===== src/sine_quarter.svh =====
// full sine period from a 16 entry quarter table
function automatic logic signed [dds_lab_pkg::sample_w-1:0] sine_quarter(
   input logic [5:0] ph
);
   logic [3:0]                              idx;
   logic signed [dds_lab_pkg::sample_w-1:0] mag;
   idx = ph[4] ? ~ph[3:0] : ph[3:0];    // mirror the falling quarter
   case (idx)
      4'd0:  mag = 12'sd100;
      4'd1:  mag = 12'sd300;
      4'd2:  mag = 12'sd497;
      4'd3:  mag = 12'sd690;
      4'd4:  mag = 12'sd875;
      4'd5:  mag = 12'sd1052;
      4'd6:  mag = 12'sd1219;
      4'd7:  mag = 12'sd1375;
      4'd8:  mag = 12'sd1517;
      4'd9:  mag = 12'sd1644;
      4'd10: mag = 12'sd1756;
      4'd11: mag = 12'sd1850;
      4'd12: mag = 12'sd1927;
      4'd13: mag = 12'sd1986;
      4'd14: mag = 12'sd2025;
      default: mag = 12'sd2045;
   endcase
   return ph[5] ? -mag : mag;    // negative half period
endfunction


===== src/dds_lab_pkg.sv =====
package dds_lab_pkg;

   ////////////////////////////////////////
   // widths and reset values
   ////////////////////////////////////////
   localparam int phase_w  = 32;    // accumulator and tuning word
   localparam int sample_w = 12;    // signed sample
   localparam int lfsr_w   = 5;
   localparam logic [lfsr_w-1:0] lfsr_seed = 5'd1;
   localparam int num_keys = 17;

   // scan codes from key 1 down to the down arrow
   localparam logic [num_keys-1:0][7:0] key_make_codes = {
      8'h16, 8'h1E, 8'h26, 8'h25, 8'h2E, 8'h36, 8'h3D, 8'h3E,   // keys 1 to 8
      8'h05, 8'h06, 8'h31, 8'h3A, 8'h29,                         // f1 f2 n m space
      8'h6B, 8'h74, 8'h75, 8'h72                                 // left right up down
   };
   localparam logic [num_keys-1:0][7:0] key_break_codes = {
      8'h96, 8'h9E, 8'hA6, 8'hA5, 8'hAE, 8'hB6, 8'hBD, 8'hBE,
      8'h85, 8'h86, 8'hB1, 8'hBA, 8'hA9,
      8'hEB, 8'hF4, 8'hF5, 8'hF2
   };

   typedef struct packed {
      logic       valid;
      logic [7:0] code;
   } key_event_t;

   typedef struct packed {
      logic [1:8] num;    // num[1] is key 1, the msb
      logic       f1;
      logic       f2;
      logic       n;
      logic       m;
      logic       space;
      logic       left;
      logic       right;
      logic       up;
      logic       down;
   } held_keys_t;

   ////////////////////////////////////////
   // control word
   ////////////////////////////////////////
   typedef enum logic [1:0] {
      wave_sine   = 2'd0,
      wave_square = 2'd1,
      wave_saw    = 2'd2
   } wave_sel_e;

   typedef enum logic [1:0] {
      mod_none = 2'd0,
      mod_ask  = 2'd1,
      mod_bpsk = 2'd2
   } mod_sel_e;

   typedef struct packed {
      logic [27:0] reserved;
      mod_sel_e    mod_sel;
      wave_sel_e   wave_sel;
   } select_t;

   // same write word, meaning set by the address
   typedef union packed {
      logic [phase_w-1:0] tuning;
      select_t            sel;
   } ctrl_word_u;

   ////////////////////////////////////////
   // axi4-lite
   ////////////////////////////////////////
   typedef struct packed {
      logic        awvalid;
      logic [3:0]  awaddr;
      logic        wvalid;
      logic [31:0] wdata;
      logic        arvalid;
      logic [3:0]  araddr;
      logic        bready;
      logic        rready;
   } axil_req_t;

   typedef struct packed {
      logic        awready;
      logic        wready;
      logic        bvalid;
      logic [1:0]  bresp;
      logic        arready;
      logic        rvalid;
      logic [31:0] rdata;
      logic [1:0]  rresp;
   } axil_rsp_t;

   localparam logic [3:0] addr_tuning = 4'h0;
   localparam logic [3:0] addr_select = 4'h4;
   localparam logic [3:0] addr_keys   = 4'h8;
   localparam logic [1:0] resp_okay   = 2'b00;

endpackage


===== src/ctrl_regs_axil.sv =====
`timescale 1ns/1ps

module ctrl_regs_axil (
   input  logic                             CLK_25MHZ,
   input  logic                             reset_from_key,
   input  dds_lab_pkg::axil_req_t           axil_req,
   output dds_lab_pkg::axil_rsp_t           axil_rsp,
   input  dds_lab_pkg::held_keys_t          held_keys,
   output logic [dds_lab_pkg::phase_w-1:0]  tuning,
   output dds_lab_pkg::select_t             sel,
   output logic                             phase_clear
);
   import dds_lab_pkg::*;

   logic        aw_ready_q;    // drives awready and wready together
   logic        ar_ready_q;
   logic        bvalid_q;
   logic        rvalid_q;
   logic [31:0] rdata_q;
   logic        wr_en;
   logic        rd_en;
   ctrl_word_u  wword;

   assign wword = axil_req.wdata;
   assign wr_en = aw_ready_q && axil_req.awvalid && axil_req.wvalid;
   assign rd_en = ar_ready_q && axil_req.arvalid;

   // restart phase and lfsr on any new setting
   assign phase_clear = wr_en && ((axil_req.awaddr == addr_tuning) ||
                                  (axil_req.awaddr == addr_select));

   ////////////////////////////////////////
   // write channel
   ////////////////////////////////////////
   always_ff @(posedge CLK_25MHZ)
   begin
      if (reset_from_key)
      begin
         aw_ready_q <= 1'b0;
         bvalid_q   <= 1'b0;
         tuning     <= '0;
         sel        <= '0;
      end
      else
      begin
         aw_ready_q <= axil_req.awvalid && axil_req.wvalid && !aw_ready_q && !bvalid_q;
         if (wr_en)
         begin
            bvalid_q <= 1'b1;
            case (axil_req.awaddr)
               addr_tuning: tuning <= wword.tuning;
               addr_select: sel <= wword.sel;
               default: ;    // keys and holes ignore writes
            endcase
         end
         else if (axil_req.bready)
         begin
            bvalid_q <= 1'b0;
         end
      end
   end

   ////////////////////////////////////////
   // read channel
   ////////////////////////////////////////
   always_ff @(posedge CLK_25MHZ)
   begin
      if (reset_from_key)
      begin
         ar_ready_q <= 1'b0;
         rvalid_q   <= 1'b0;
         rdata_q    <= '0;
      end
      else
      begin
         ar_ready_q <= axil_req.arvalid && !ar_ready_q && !rvalid_q;
         if (rd_en)
         begin
            rvalid_q <= 1'b1;
            case (axil_req.araddr)
               addr_tuning: rdata_q <= tuning;
               addr_select: rdata_q <= sel;
               addr_keys:   rdata_q <= 32'(held_keys);    // zero extended
               default:     rdata_q <= '0;
            endcase
         end
         else if (axil_req.rready)
         begin
            rvalid_q <= 1'b0;
         end
      end
   end

   assign axil_rsp = '{awready: aw_ready_q,
                       wready:  aw_ready_q,
                       bvalid:  bvalid_q,
                       bresp:   resp_okay,
                       arready: ar_ready_q,
                       rvalid:  rvalid_q,
                       rdata:   rdata_q,
                       rresp:   resp_okay};

endmodule


===== src/dds_core.sv =====
`timescale 1ns/1ps

module dds_core (
   input  logic                                   CLK_25MHZ,
   input  logic                                   reset_from_key,
   input  logic                                   sample_strobe,
   input  logic                                   phase_clear,
   input  logic        [dds_lab_pkg::phase_w-1:0]  tuning,
   output logic signed [dds_lab_pkg::sample_w-1:0] sine,
   output logic signed [dds_lab_pkg::sample_w-1:0] square,
   output logic signed [dds_lab_pkg::sample_w-1:0] saw
);
   import dds_lab_pkg::*;

`include "sine_quarter.svh"

   localparam int                         sine_addr_w = 6;
   localparam logic signed [sample_w-1:0] square_amp  = (2 ** (sample_w - 1)) - 1;

   logic [phase_w-1:0] phase;

   ////////////////////////////////////////
   // phase accumulator
   ////////////////////////////////////////
   always_ff @(posedge CLK_25MHZ)
   begin
      if (reset_from_key || phase_clear)
      begin
         phase <= '0;
      end
      else if (sample_strobe)
      begin
         phase <= phase + tuning;    // wraps once per period
      end
   end

   ////////////////////////////////////////
   // wave shaping
   ////////////////////////////////////////
   assign saw    = phase[phase_w-1 -: sample_w];    // top bits as two's complement
   assign square = phase[phase_w-1] ? -square_amp : square_amp;
   assign sine   = sine_quarter(phase[phase_w-1 -: sine_addr_w]);

endmodule


===== src/dds_lab_top.sv =====
`timescale 1ns/1ps

module dds_lab_top #(
   parameter int SAMPLE_DIV = 70000
) (
   input  logic                                   CLK_25MHZ,
   input  logic                                   reset_from_key,
   input  dds_lab_pkg::key_event_t                key_event,
   input  dds_lab_pkg::axil_req_t                 axil_req,
   output dds_lab_pkg::axil_rsp_t                 axil_rsp,
   output logic signed [dds_lab_pkg::sample_w-1:0] signal_sample,
   output logic signed [dds_lab_pkg::sample_w-1:0] mod_sample,
   output logic                                   sample_valid
);
   import dds_lab_pkg::*;

   held_keys_t                 held_keys;
   logic [phase_w-1:0]         tuning;
   select_t                    sel;
   logic                       phase_clear;
   logic                       sample_strobe;
   logic                       data_bit;
   logic signed [sample_w-1:0] sine;
   logic signed [sample_w-1:0] square;
   logic signed [sample_w-1:0] saw;

   ////////////////////////////////////////
   // keys and registers
   ////////////////////////////////////////
   key_hold_decoder u_key_hold_decoder (
      .CLK_25MHZ      (CLK_25MHZ),
      .reset_from_key (reset_from_key),
      .key_event      (key_event),
      .held_keys      (held_keys)
   );

   ctrl_regs_axil u_ctrl_regs_axil (
      .CLK_25MHZ      (CLK_25MHZ),
      .reset_from_key (reset_from_key),
      .axil_req       (axil_req),
      .axil_rsp       (axil_rsp),
      .held_keys      (held_keys),
      .tuning         (tuning),
      .sel            (sel),
      .phase_clear    (phase_clear)
   );

   ////////////////////////////////////////
   // dds and lfsr
   ////////////////////////////////////////
   dds_core u_dds_core (
      .CLK_25MHZ      (CLK_25MHZ),
      .reset_from_key (reset_from_key),
      .sample_strobe  (sample_strobe),
      .phase_clear    (phase_clear),
      .tuning         (tuning),
      .sine           (sine),
      .square         (square),
      .saw            (saw)
   );

   lfsr_gen u_lfsr_gen (
      .CLK_25MHZ      (CLK_25MHZ),
      .reset_from_key (reset_from_key),
      .sample_strobe  (sample_strobe),
      .phase_clear    (phase_clear),
      .data_bit       (data_bit)
   );

   sample_modulator #(
      .SAMPLE_DIV (SAMPLE_DIV)
   ) u_sample_modulator (
      .CLK_25MHZ      (CLK_25MHZ),
      .reset_from_key (reset_from_key),
      .sel            (sel),
      .sine           (sine),
      .square         (square),
      .saw            (saw),
      .data_bit       (data_bit),
      .sample_strobe  (sample_strobe),    // paces dds and lfsr
      .signal_sample  (signal_sample),
      .mod_sample     (mod_sample),
      .sample_valid   (sample_valid)
   );

endmodule


===== src/key_hold_decoder.sv =====
`timescale 1ns/1ps

module key_hold_decoder (
   input  logic                    CLK_25MHZ,
   input  logic                    reset_from_key,
   input  dds_lab_pkg::key_event_t key_event,
   output dds_lab_pkg::held_keys_t held_keys
);
   import dds_lab_pkg::*;

   logic [num_keys-1:0] held_q;    // bit 16 is key 1

   ////////////////////////////////////////
   // make sets a bit, break clears it
   ////////////////////////////////////////
   always_ff @(posedge CLK_25MHZ)
   begin
      if (reset_from_key)
      begin
         held_q <= '0;
      end
      else if (key_event.valid)
      begin
         for (int k = 0; k < num_keys; k++)
         begin
            if (key_event.code == key_make_codes[k])
            begin
               held_q[k] <= 1'b1;
            end
            else if (key_event.code == key_break_codes[k])
            begin
               held_q[k] <= 1'b0;
            end
         end
      end
   end

   assign held_keys = held_keys_t'(held_q);    // same bit order as the struct

endmodule


===== src/lfsr_gen.sv =====
`timescale 1ns/1ps

module lfsr_gen (
   input  logic CLK_25MHZ,
   input  logic reset_from_key,
   input  logic sample_strobe,
   input  logic phase_clear,
   output logic data_bit
);
   import dds_lab_pkg::*;

   logic [lfsr_w-1:0] state;

   // x^5 + x^3 + 1, maximal length 31
   always_ff @(posedge CLK_25MHZ)
   begin
      if (reset_from_key || phase_clear)
      begin
         state <= lfsr_seed;
      end
      else if (sample_strobe)
      begin
         state <= {state[lfsr_w-2:0], state[4] ^ state[2]};    // shift left
      end
   end

   assign data_bit = state[0];

endmodule


===== src/sample_modulator.sv =====
`timescale 1ns/1ps

module sample_modulator #(
   parameter int SAMPLE_DIV = 70000
) (
   input  logic                                   CLK_25MHZ,
   input  logic                                   reset_from_key,
   input  dds_lab_pkg::select_t                   sel,
   input  logic signed [dds_lab_pkg::sample_w-1:0] sine,
   input  logic signed [dds_lab_pkg::sample_w-1:0] square,
   input  logic signed [dds_lab_pkg::sample_w-1:0] saw,
   input  logic                                   data_bit,
   output logic                                   sample_strobe,
   output logic signed [dds_lab_pkg::sample_w-1:0] signal_sample,
   output logic signed [dds_lab_pkg::sample_w-1:0] mod_sample,
   output logic                                   sample_valid
);
   import dds_lab_pkg::*;

   localparam int cnt_w = (SAMPLE_DIV > 1) ? $clog2(SAMPLE_DIV) : 1;

   logic [cnt_w-1:0]           div_cnt;
   logic signed [sample_w-1:0] signal;
   logic signed [sample_w-1:0] modulated;

   // sample divider
   always_ff @(posedge CLK_25MHZ)
   begin
      if (reset_from_key || sample_strobe)
      begin
         div_cnt <= '0;
      end
      else
      begin
         div_cnt <= div_cnt + 1'b1;
      end
   end

   assign sample_strobe = (div_cnt == cnt_w'(SAMPLE_DIV - 1));

   always_comb
   begin
      case (sel.wave_sel)
         wave_square: signal = square;
         wave_saw:    signal = saw;
         default:     signal = sine;
      endcase
      case (sel.mod_sel)
         mod_ask:  modulated = data_bit ? signal : '0;    // off when the bit is 0
         mod_bpsk: modulated = data_bit ? -signal : signal;
         default:  modulated = signal;
      endcase
   end

   ////////////////////////////////////////
   // output registers
   ////////////////////////////////////////
   always_ff @(posedge CLK_25MHZ)
   begin
      if (reset_from_key)
      begin
         signal_sample <= '0;
         mod_sample    <= '0;
         sample_valid  <= 1'b0;
      end
      else
      begin
         sample_valid <= sample_strobe;    // one cycle pulse
         if (sample_strobe)
         begin
            signal_sample <= signal;
            mod_sample    <= modulated;
         end
      end
   end

endmodule


===== config.mk =====
export PLATFORM = sky130hd
export DESIGN_NAME = dds_lab_top
export DESIGN_NICKNAME = d
export VERILOG_FILES = /design/src/dds_lab_pkg.sv /design/src/ctrl_regs_axil.sv /design/src/dds_core.sv /design/src/dds_lab_top.sv /design/src/key_hold_decoder.sv /design/src/lfsr_gen.sv /design/src/sample_modulator.sv
export VERILOG_INCLUDE_DIRS = /design/src
export SDC_FILE = /design/constraint.sdc
export NUM_CORES = 1
export LEC_CHECK = 0
export BUFFER_PORTS_ARGS = -buffer_cell sky130_fd_sc_hd__buf_2
export CAP_MARGIN = 30
export CORE_UTILIZATION = 55
export CTS_BUF_LIST = sky130_fd_sc_hd__clkbuf_8
export DETAILED_ROUTE_END_ITERATION = 8
export PLACE_DENSITY = 0.84
export SYNTH_ARGS = -nofsm -noshare
export SYNTH_HDL_FRONTEND = slang
export SYNTH_SLANG_ARGS = --single-unit

===== constraint.sdc =====
create_clock -name CLK_25MHZ -period 6.5 [get_ports CLK_25MHZ]
set_input_delay 1.95 -clock CLK_25MHZ [delete_from_list [all_inputs] [get_ports CLK_25MHZ]]
set_output_delay 1.95 -clock CLK_25MHZ [all_outputs]
set_load 0.1 [all_outputs]

==> Word-level counts from Yosys, hierarchy flattened <==
Memories as Yosys holds them, arrays and structs flattened.
Index checks and enable logic that the tools add are counted.
{ "totals": {"ff_bits": 196, "romBits": 176, "in_bits": 56, "output_inout_bits": 66, "elab_cells": 183, "memories": 1} }
{ "classes": {"add_sub_neg": 4, "n_eq_ne": 42, "mux": 46, "bitwise": 2, "n_reduce_logical": 56} }
{ "mem_list": {"columns": ["memory", "depth", "word_bits", "read_ports", "rd_ports_with_merged_regs", "write_ports", "line_no", "text"], "rows": [
  ["(name not given)", 16, 11, 1, 0, 0, "sine_quarter.svh:8", "case (idx)"]
]} }
{ "op_table": {"columns": ["cell", "count"], "rows": [
  ["$eq A8 B8 Y1 const B", 17],
  ["$pmux W32 S3", 1],
  ["$eq A8 B6 Y1 const B", 9],
  ["$mux W12", 4],
  ["$pmux W12 S2", 2],
  ["$mux W1", 38],
  ["$reduce_and A2 Y1", 19],
  ["$reduce_bool A2 Y1", 19],
  ["$add A32 B32 Y32", 1],
  ["$eq A8 B7 Y1 const B", 4],
  ["$neg A12 Y12", 2],
  ["$add A17 B1 Y17 const B", 1],
  ["$eq A17 B17 Y1 const B", 1],
  ["$eq A8 B3 Y1 const B", 2],
  ["$eq A8 B5 Y1 const B", 2],
  ["$logic_and A1 B1 Y1", 9],
  ["$eq A4 B3 Y1 const B", 2],
  ["$logic_not A4 Y1", 2],
  ["$eq A2 B1 Y1 const B", 2],
  ["$eq A2 B2 Y1 const B", 2],
  ["$eq A4 B4 Y1 const B", 1],
  ["$logic_not A1 Y1", 4],
  ["$mux W4", 1],
  ["$not A4 Y4", 1],
  ["other kinds (2)", 4]
]} }

==> Depth between registers and ports, before layout <==
An unclocked memory read counts as a cell.
{ "depth": {"ltp_word": 9, "mapped_depth": 17, "mapped_depth_nobuf": 16} }

==> Modules after synthesis <==
Synthesis repeated with hierarchy kept, for this count alone.
{ "unflattened": {"hier_cells": 1311, "hier_area_um2": 11220.8} }
{ "modules_own_cells": {"columns": ["module", "instances", "cells_each", "area_each_um2", "seq_area_each_um2"], "rows": [
  ["ctrl_regs_axil", 1, 463, 4311.6, 2001.9],
  ["dds_core", 1, 453, 3574.7, 640.6],
  ["sample_modulator", 1, 293, 2267.2, 840.8],
  ["key_hold_decoder", 1, 84, 864.6, 340.3],
  ["lfsr_gen", 1, 18, 202.7, 100.1]
]} }

==> Worst setup path before layout <==
Ideal clock, no wire load.
{ "synth_path": {"path_kind": "register -> register", "from": "register u_dds_core.phase[30]", "to": "register u_sample_modulator.mod_sample[11] (netlist bit)", "setup_time_ns": 0.114, "arrival_time_ns": 3.707, "t_required_ns": 6.386, "path_slack_ns": 2.679, "stages_incl_launch_ff": 17, "path_buffers": 2, "synth_period_minus_slack_ns": 3.821, "cell_sequence": "dfxtp_1 buf_2 buf_4 xor2_1 inv_1 ha_1 nor3_1 a311oi_1 o22ai_1 ha_1 a21boi_1 and4bb_4 o22ai_1 a221o_1 nor4_4 nand4_1 a21o_1"} }
{ "synth_between": {"elab_chain_len": 8, "elab_cells_between_ends": 9, "classes_between": "add/sub: 2; mux: 6; memory: 1"} }
{ "synth_lines": {"columns": ["element", "line_no", "text"], "rows": [
  ["from (decl)", "dds_core.sv:20", "logic [phase_w-1:0] phase;"],
  ["from (signal assigned)", "dds_core.sv:33", "phase <= phase + tuning;"],
  ["$mux W4", "sine_quarter.svh:7", "idx = ph[4] ? ~ph[3:0] : ph[3:0];"],
  ["$mem_v2 Z16 W11", null, null],
  ["$neg A12 Y12", "sine_quarter.svh:26", "return ph[5] ? -mag : mag;"],
  ["$mux W12", "sine_quarter.svh:26", null],
  ["$pmux W12 S2 (*)", "sample_modulator.sv:43", "case (sel.wave_sel)"],
  ["$neg A12 Y12", "sample_modulator.sv:50", "mod_bpsk: modulated = data_bit ? -signal : signal;"],
  ["$mux W12", "sample_modulator.sv:50", null],
  ["$pmux W12 S2 (*)", "sample_modulator.sv:48", "case (sel.mod_sel)"],
  ["to (signal assigned)", "sample_modulator.sv:72", "mod_sample <= modulated;"],
  ["to (decl)", "sample_modulator.sv:15", "output logic signed [dds_lab_pkg::sample_w-1:0] mod_sample,"]
]} }
Every way passes the cells marked *; elsewhere a longest branch is shown, timed or not.
A chain may end at the register's enable or synchronous reset.

==> Worst setup path after layout <==
{ "layout_path": {"from": "register u_dds_core.phase[30]", "to": "register u_sample_modulator.mod_sample[7] (netlist bit)"} }
{ "layout_between": {"elab_chain_len": 8, "elab_cells_between_ends": 9, "classes_between": "add/sub: 2; mux: 6; memory: 1"} }
{ "layout_lines": {"columns": ["element", "line_no"], "rows": [
  ["$mux W4 (*)", "sine_quarter.svh:7"],
  ["$mem_v2 Z16 W11 (*)", null],
  ["$neg A12 Y12", "sine_quarter.svh:26"],
  ["$mux W12 (*)", "sine_quarter.svh:26"],
  ["$pmux W12 S2 (*)", "sample_modulator.sv:43"],
  ["$neg A12 Y12", "sample_modulator.sv:50"],
  ["$mux W12", "sample_modulator.sv:50"],
  ["$pmux W12 S2 (*)", "sample_modulator.sv:48"]
]} }
Marked as above.

==> implementation parameters <==
Parameter                              Value

Global routing
  M2 GR Usage ... 0.4465
  GRT overflow ... 0
  Overall track demand over capacity in global routing ... 0.2813
  Via count of the first global-routing pass ... 9,413
  Antenna violations before repair ... 1
  Wire length of the first global-routing pass ... 46,170 µm
  Global route hottest layer ... met2
  Maximum number of pins on one net before global-route repair ... 77
  Met1 routing resource usage after global routing ... 0.3908
  Met3 layer usage reported by global route ... 0.04576

Placement
  GPL Wtd Cong ... 0.9239
  Number of buffers inserted by port buffering ... 117
  Post-placement setup slack ... 1.990 ns
  Half-perimeter wire length of the detailed placement result ... 19,450 µm

Min path
  Worst Hold Class ... flip-flop to flip-flop

Finish
  Layout net count ... 1,558
  Proportion of layout cells with a drive suffix above 1 ... 0.1301
  Area occupied by multi-input gates ... 0.006354 mm²
  Final core utilization ... 0.6241
  ANT cells ... 0
  Area delta synth->final ... 9.852%
  Total area of sequential cells ... 0.003924 mm²
  Layout fillers ... 1,634

Timing
  Achievable clock frequency ... 216.5 MHz
  TNS Setup ... 0 ns
  Min cycle time layout ... 4.619 ns
  Setup repair after global routing missed its margin ... no
  Slew at the pin closest to its max-slew limit ... 0.9128 ns
  Final number of max-transition violations ... 0
  Setup violations, final ... 0
  Ratio of final minimum period to clock period ... 0.7106
  Final setup margin ... 1.881 ns
  Rel. slew slack ... 0.3878
  Total count of hold-check failures in the final report ... 0
  Worst Clk Skew ... 0.02230 ns

Synth
  Most used flip-flop cell after synthesis ... sky130_fd_sc_hd__dfxtp_1
  Async set or reset register ratio after synthesis ... 0
  Distinct cells, synth ... 89
  Syn_area_per_cell ... 7.736 µm²
  Post-synthesis cell count ... 1,392
  Synth Warn # ... 0
  Area of the mapped netlist ... 0.01077 mm²
  Number of enable flip-flop cells after synthesis ... 0
  Sequential fraction of the synthesis area ... 0.3644
  Flip-flop and latch count after synthesis ... 196

Clock network
  Clock root buffer master ... sky130_fd_sc_hd__clkbuf_8
  Clock edge transition at the registers on the reported setup and hold paths ... 0.10 ns
  TritonCTS Sinks ... 196
  Number of clock buffers inserted by TritonCTS ... 17
  Clock tree from TritonCTS ... done
  Later-pin clock latency in the skew report ... 0.49 ns
  CTS max path bufs ... 2
  H-tree levels ... 4
  Setup Buffers After CTS ... 0
  Number of buffers inserted by hold repair at cts ... 0
  Number of gates resized after CTS ... 0

Worst setup path
  Critical path start-end classification ... flip-flop to flip-flop
  Worst Setup End Kind ... flip-flop
  Required time of the worst setup path ... 6.91 ns
  Arrival time at the worst endpoint ... 5.03 ns
  Crit path launch type ... flip-flop
  Crit Path Max Fanout ... 24

Pwr
  Worst vdd rail ir drop ... 180.7 µV
  Power density normalized to cell area ... 179.9 mW/mm²
  Static power due to leakage ... 4.488 nW
  Pwr Total ... 2.128 mW

Die
  Die Outline Area ... 0.02014 mm²
  Die W ... 141.9 µm
  Area of the core ... 0.01896 mm²
  Starting utilization of the core area ... 0.5681
  Total I/O pin count ... 122
  Site Rows ... 50
  Die span in y ... 141.9 µm

Routing
  Final antenna-violating net count ... 0
  Routed via count divided by cell count ... 5.980
  Initial drt markers ... 984
  Wire length per cell ... 16.02 µm
  First-pass iteration count of the detailed router ... 9
  Vias post-DR ... 10,333
  Total wire length after detailed routing ... 27,680 µm
  Remaining routing DRC violations ... 0

Job
  Number of max-capacitance violations reported ... 0

Outcome
  Result of the run ... finished, final reports clean
## per-stage QoR
stage	area, µm²	std cells	hold slack, ns
finish	11830	1728	0.4563
detailed placement	11420	1696	0.4343
global route	11830	1728	0.4745
CTS	11830	1728	0.4606
floorplan	10780	1395	0.4132
global placement	11400	1695	0.4262
## worst max-delay path, cell delays in order (launching register included)
cell and delay (ns):
sky130_fd_sc_hd__dfxtp_1 0.52, sky130_fd_sc_hd__buf_4 0.34, sky130_fd_sc_hd__or2b_1 0.32, sky130_fd_sc_hd__nand2_1 0.18, sky130_fd_sc_hd__inv_1 0.12, sky130_fd_sc_hd__ha_1 0.24
sky130_fd_sc_hd__nor3b_1 0.15, sky130_fd_sc_hd__a311oi_1 0.26, sky130_fd_sc_hd__o22ai_1 0.20, sky130_fd_sc_hd__ha_1 0.31, sky130_fd_sc_hd__a221oi_1 0.27, sky130_fd_sc_hd__o21ai_0 0.22
sky130_fd_sc_hd__a211oi_1 0.48, sky130_fd_sc_hd__nand2_1 0.20, sky130_fd_sc_hd__nor3_1 0.28, sky130_fd_sc_hd__mux2_1 0.36, sky130_fd_sc_hd__o21ai_1 0.11
## cells in the mapped netlist (7+ instances only)
master | count | share of area
sky130_fd_sc_hd__nand2_1 | 244 | 0.085
sky130_fd_sc_hd__dfxtp_1 | 196 | 0.36
sky130_fd_sc_hd__a21oi_1 | 175 | 0.081
sky130_fd_sc_hd__nor2_1 | 175 | 0.061
sky130_fd_sc_hd__clkbuf_1 | 65 | 0.023
sky130_fd_sc_hd__ha_1 | 46 | 0.053
sky130_fd_sc_hd__o21ai_0 | 37 | 0.017
sky130_fd_sc_hd__a211oi_1 | 34 | 0.024
sky130_fd_sc_hd__inv_1 | 30 | 0.010
sky130_fd_sc_hd__nand3_1 | 27 | 0.013
sky130_fd_sc_hd__xnor2_1 | 25 | 0.020
sky130_fd_sc_hd__nand2b_1 | 20 | 0.012
sky130_fd_sc_hd__nor3_1 | 20 | 0.0093
sky130_fd_sc_hd__a22oi_1 | 19 | 0.013
sky130_fd_sc_hd__a222oi_1 | 18 | 0.017
sky130_fd_sc_hd__buf_4 | 15 | 0.010
sky130_fd_sc_hd__nor2b_1 | 14 | 0.0081
sky130_fd_sc_hd__xor2_1 | 14 | 0.011
sky130_fd_sc_hd__mux2i_1 | 13 | 0.012
sky130_fd_sc_hd__nand4_1 | 13 | 0.0076
sky130_fd_sc_hd__nor4_1 | 11 | 0.0064
sky130_fd_sc_hd__a21o_1 | 10 | 0.0070
sky130_fd_sc_hd__and3_1 | 10 | 0.0058
sky130_fd_sc_hd__o211ai_1 | 10 | 0.0070
sky130_fd_sc_hd__a311oi_1 | 8 | 0.0065
sky130_fd_sc_hd__and2_1 | 8 | 0.0046
sky130_fd_sc_hd__or3_1 | 8 | 0.0046
sky130_fd_sc_hd__o21a_1 | 7 | 0.0049
sky130_fd_sc_hd__o21ai_1 | 7 | 0.0033
## kinds of logic after synthesis
group	count (synthesis)	synth area share
AND/OR/NAND/NOR	590	0.2513
AO/OA/AOI/OAI	378	0.2256
flip-flops	196	0.3644
buffers and inverters	121	0.04915
adder cells (fa/ha/maj)	47	0.05530
XOR/XNOR	39	0.03172
multiplexers	20	0.02219
other	1	0.0003482
## where the power goes
part	internal, mW	switching, mW
Sequential	1.20	0.00262
Combinational	0.0222	0.0709
Clock	0.351	0.478
Total	1.58	0.551
## registers in the layout, indices dropped and copies added, names as in the netlist, 12 cells and up
register                          flops
u_ctrl_regs_axil.rdata_q             32
u_sample_modulator.signal_sample     12
u_key_hold_decoder.held_keys         17
u_dds_core.phase                     32
u_ctrl_regs_axil.tuning              32
u_ctrl_regs_axil.sel                 32
u_sample_modulator.mod_sample        12
u_sample_modulator.div_cnt           17
## final timing paths
check	startpoint	endpoint	slack (ns)	depth (start not counted)
max	u_dds_core.phase[30]	u_sample_modulator.mod_sample[7]	1.88	16
min	u_sample_modulator.signal_sample[0]	u_sample_modulator.signal_sample[0]	0.46	2
max reg2reg	u_dds_core.phase[30]	u_sample_modulator.mod_sample[7]	1.88	16
min reg2reg	u_sample_modulator.signal_sample[0]	u_sample_modulator.signal_sample[0]	0.46	2
## metal layers
layer	part of all wire	vias up
li1	-	5047
met1	0.45	4788
met2	0.45	457
met3	0.082	39
met4	0.016	2
met5	0.00047	-
## cell type report
class,instances,share of cell area
Inverter,31,0.009836
Clock buffer,20,0.02327
Timing Repair Buffer,131,0.05923
Clock inverter,12,0.01142
Sequential cell,196,0.3317
Multi-Input combinational cell,1078,0.5371
Tap cell,260,0.02750
## placed cells by master (no fill, tap or decap), types with 5 or more instances in the layout
cell,netlist,layout
sky130_fd_sc_hd__nand2_1,244,244
sky130_fd_sc_hd__nor2b_1,14,13
sky130_fd_sc_hd__o211ai_1,10,10
sky130_fd_sc_hd__o21ai_0,37,37
sky130_fd_sc_hd__or3_1,8,8
sky130_fd_sc_hd__a22oi_1,19,19
sky130_fd_sc_hd__nor3b_1,5,5
sky130_fd_sc_hd__nor3_1,20,19
sky130_fd_sc_hd__xor2_1,14,14
sky130_fd_sc_hd__buf_2,3,116
sky130_fd_sc_hd__and3_1,10,10
sky130_fd_sc_hd__dfxtp_1,196,196
sky130_fd_sc_hd__and4_1,5,5
sky130_fd_sc_hd__a21oi_1,175,175
sky130_fd_sc_hd__nand3_1,27,27
sky130_fd_sc_hd__o31ai_1,6,6
sky130_fd_sc_hd__a222oi_1,18,18
sky130_fd_sc_hd__o21ai_1,7,7
sky130_fd_sc_hd__nor2_1,175,175
sky130_fd_sc_hd__a211oi_1,34,34
sky130_fd_sc_hd__and2_1,8,8
sky130_fd_sc_hd__nand2b_1,20,20
sky130_fd_sc_hd__nor4_1,11,10
sky130_fd_sc_hd__nand4_1,13,13
sky130_fd_sc_hd__a311oi_1,8,8
sky130_fd_sc_hd__a21o_1,10,10
sky130_fd_sc_hd__buf_4,15,14
sky130_fd_sc_hd__mux2i_1,13,13
sky130_fd_sc_hd__inv_1,30,31
sky130_fd_sc_hd__o21a_1,7,7
sky130_fd_sc_hd__clkbuf_8,0,20
sky130_fd_sc_hd__ha_1,46,46
sky130_fd_sc_hd__xnor2_1,25,25
(Power assumes the default switching activity.)
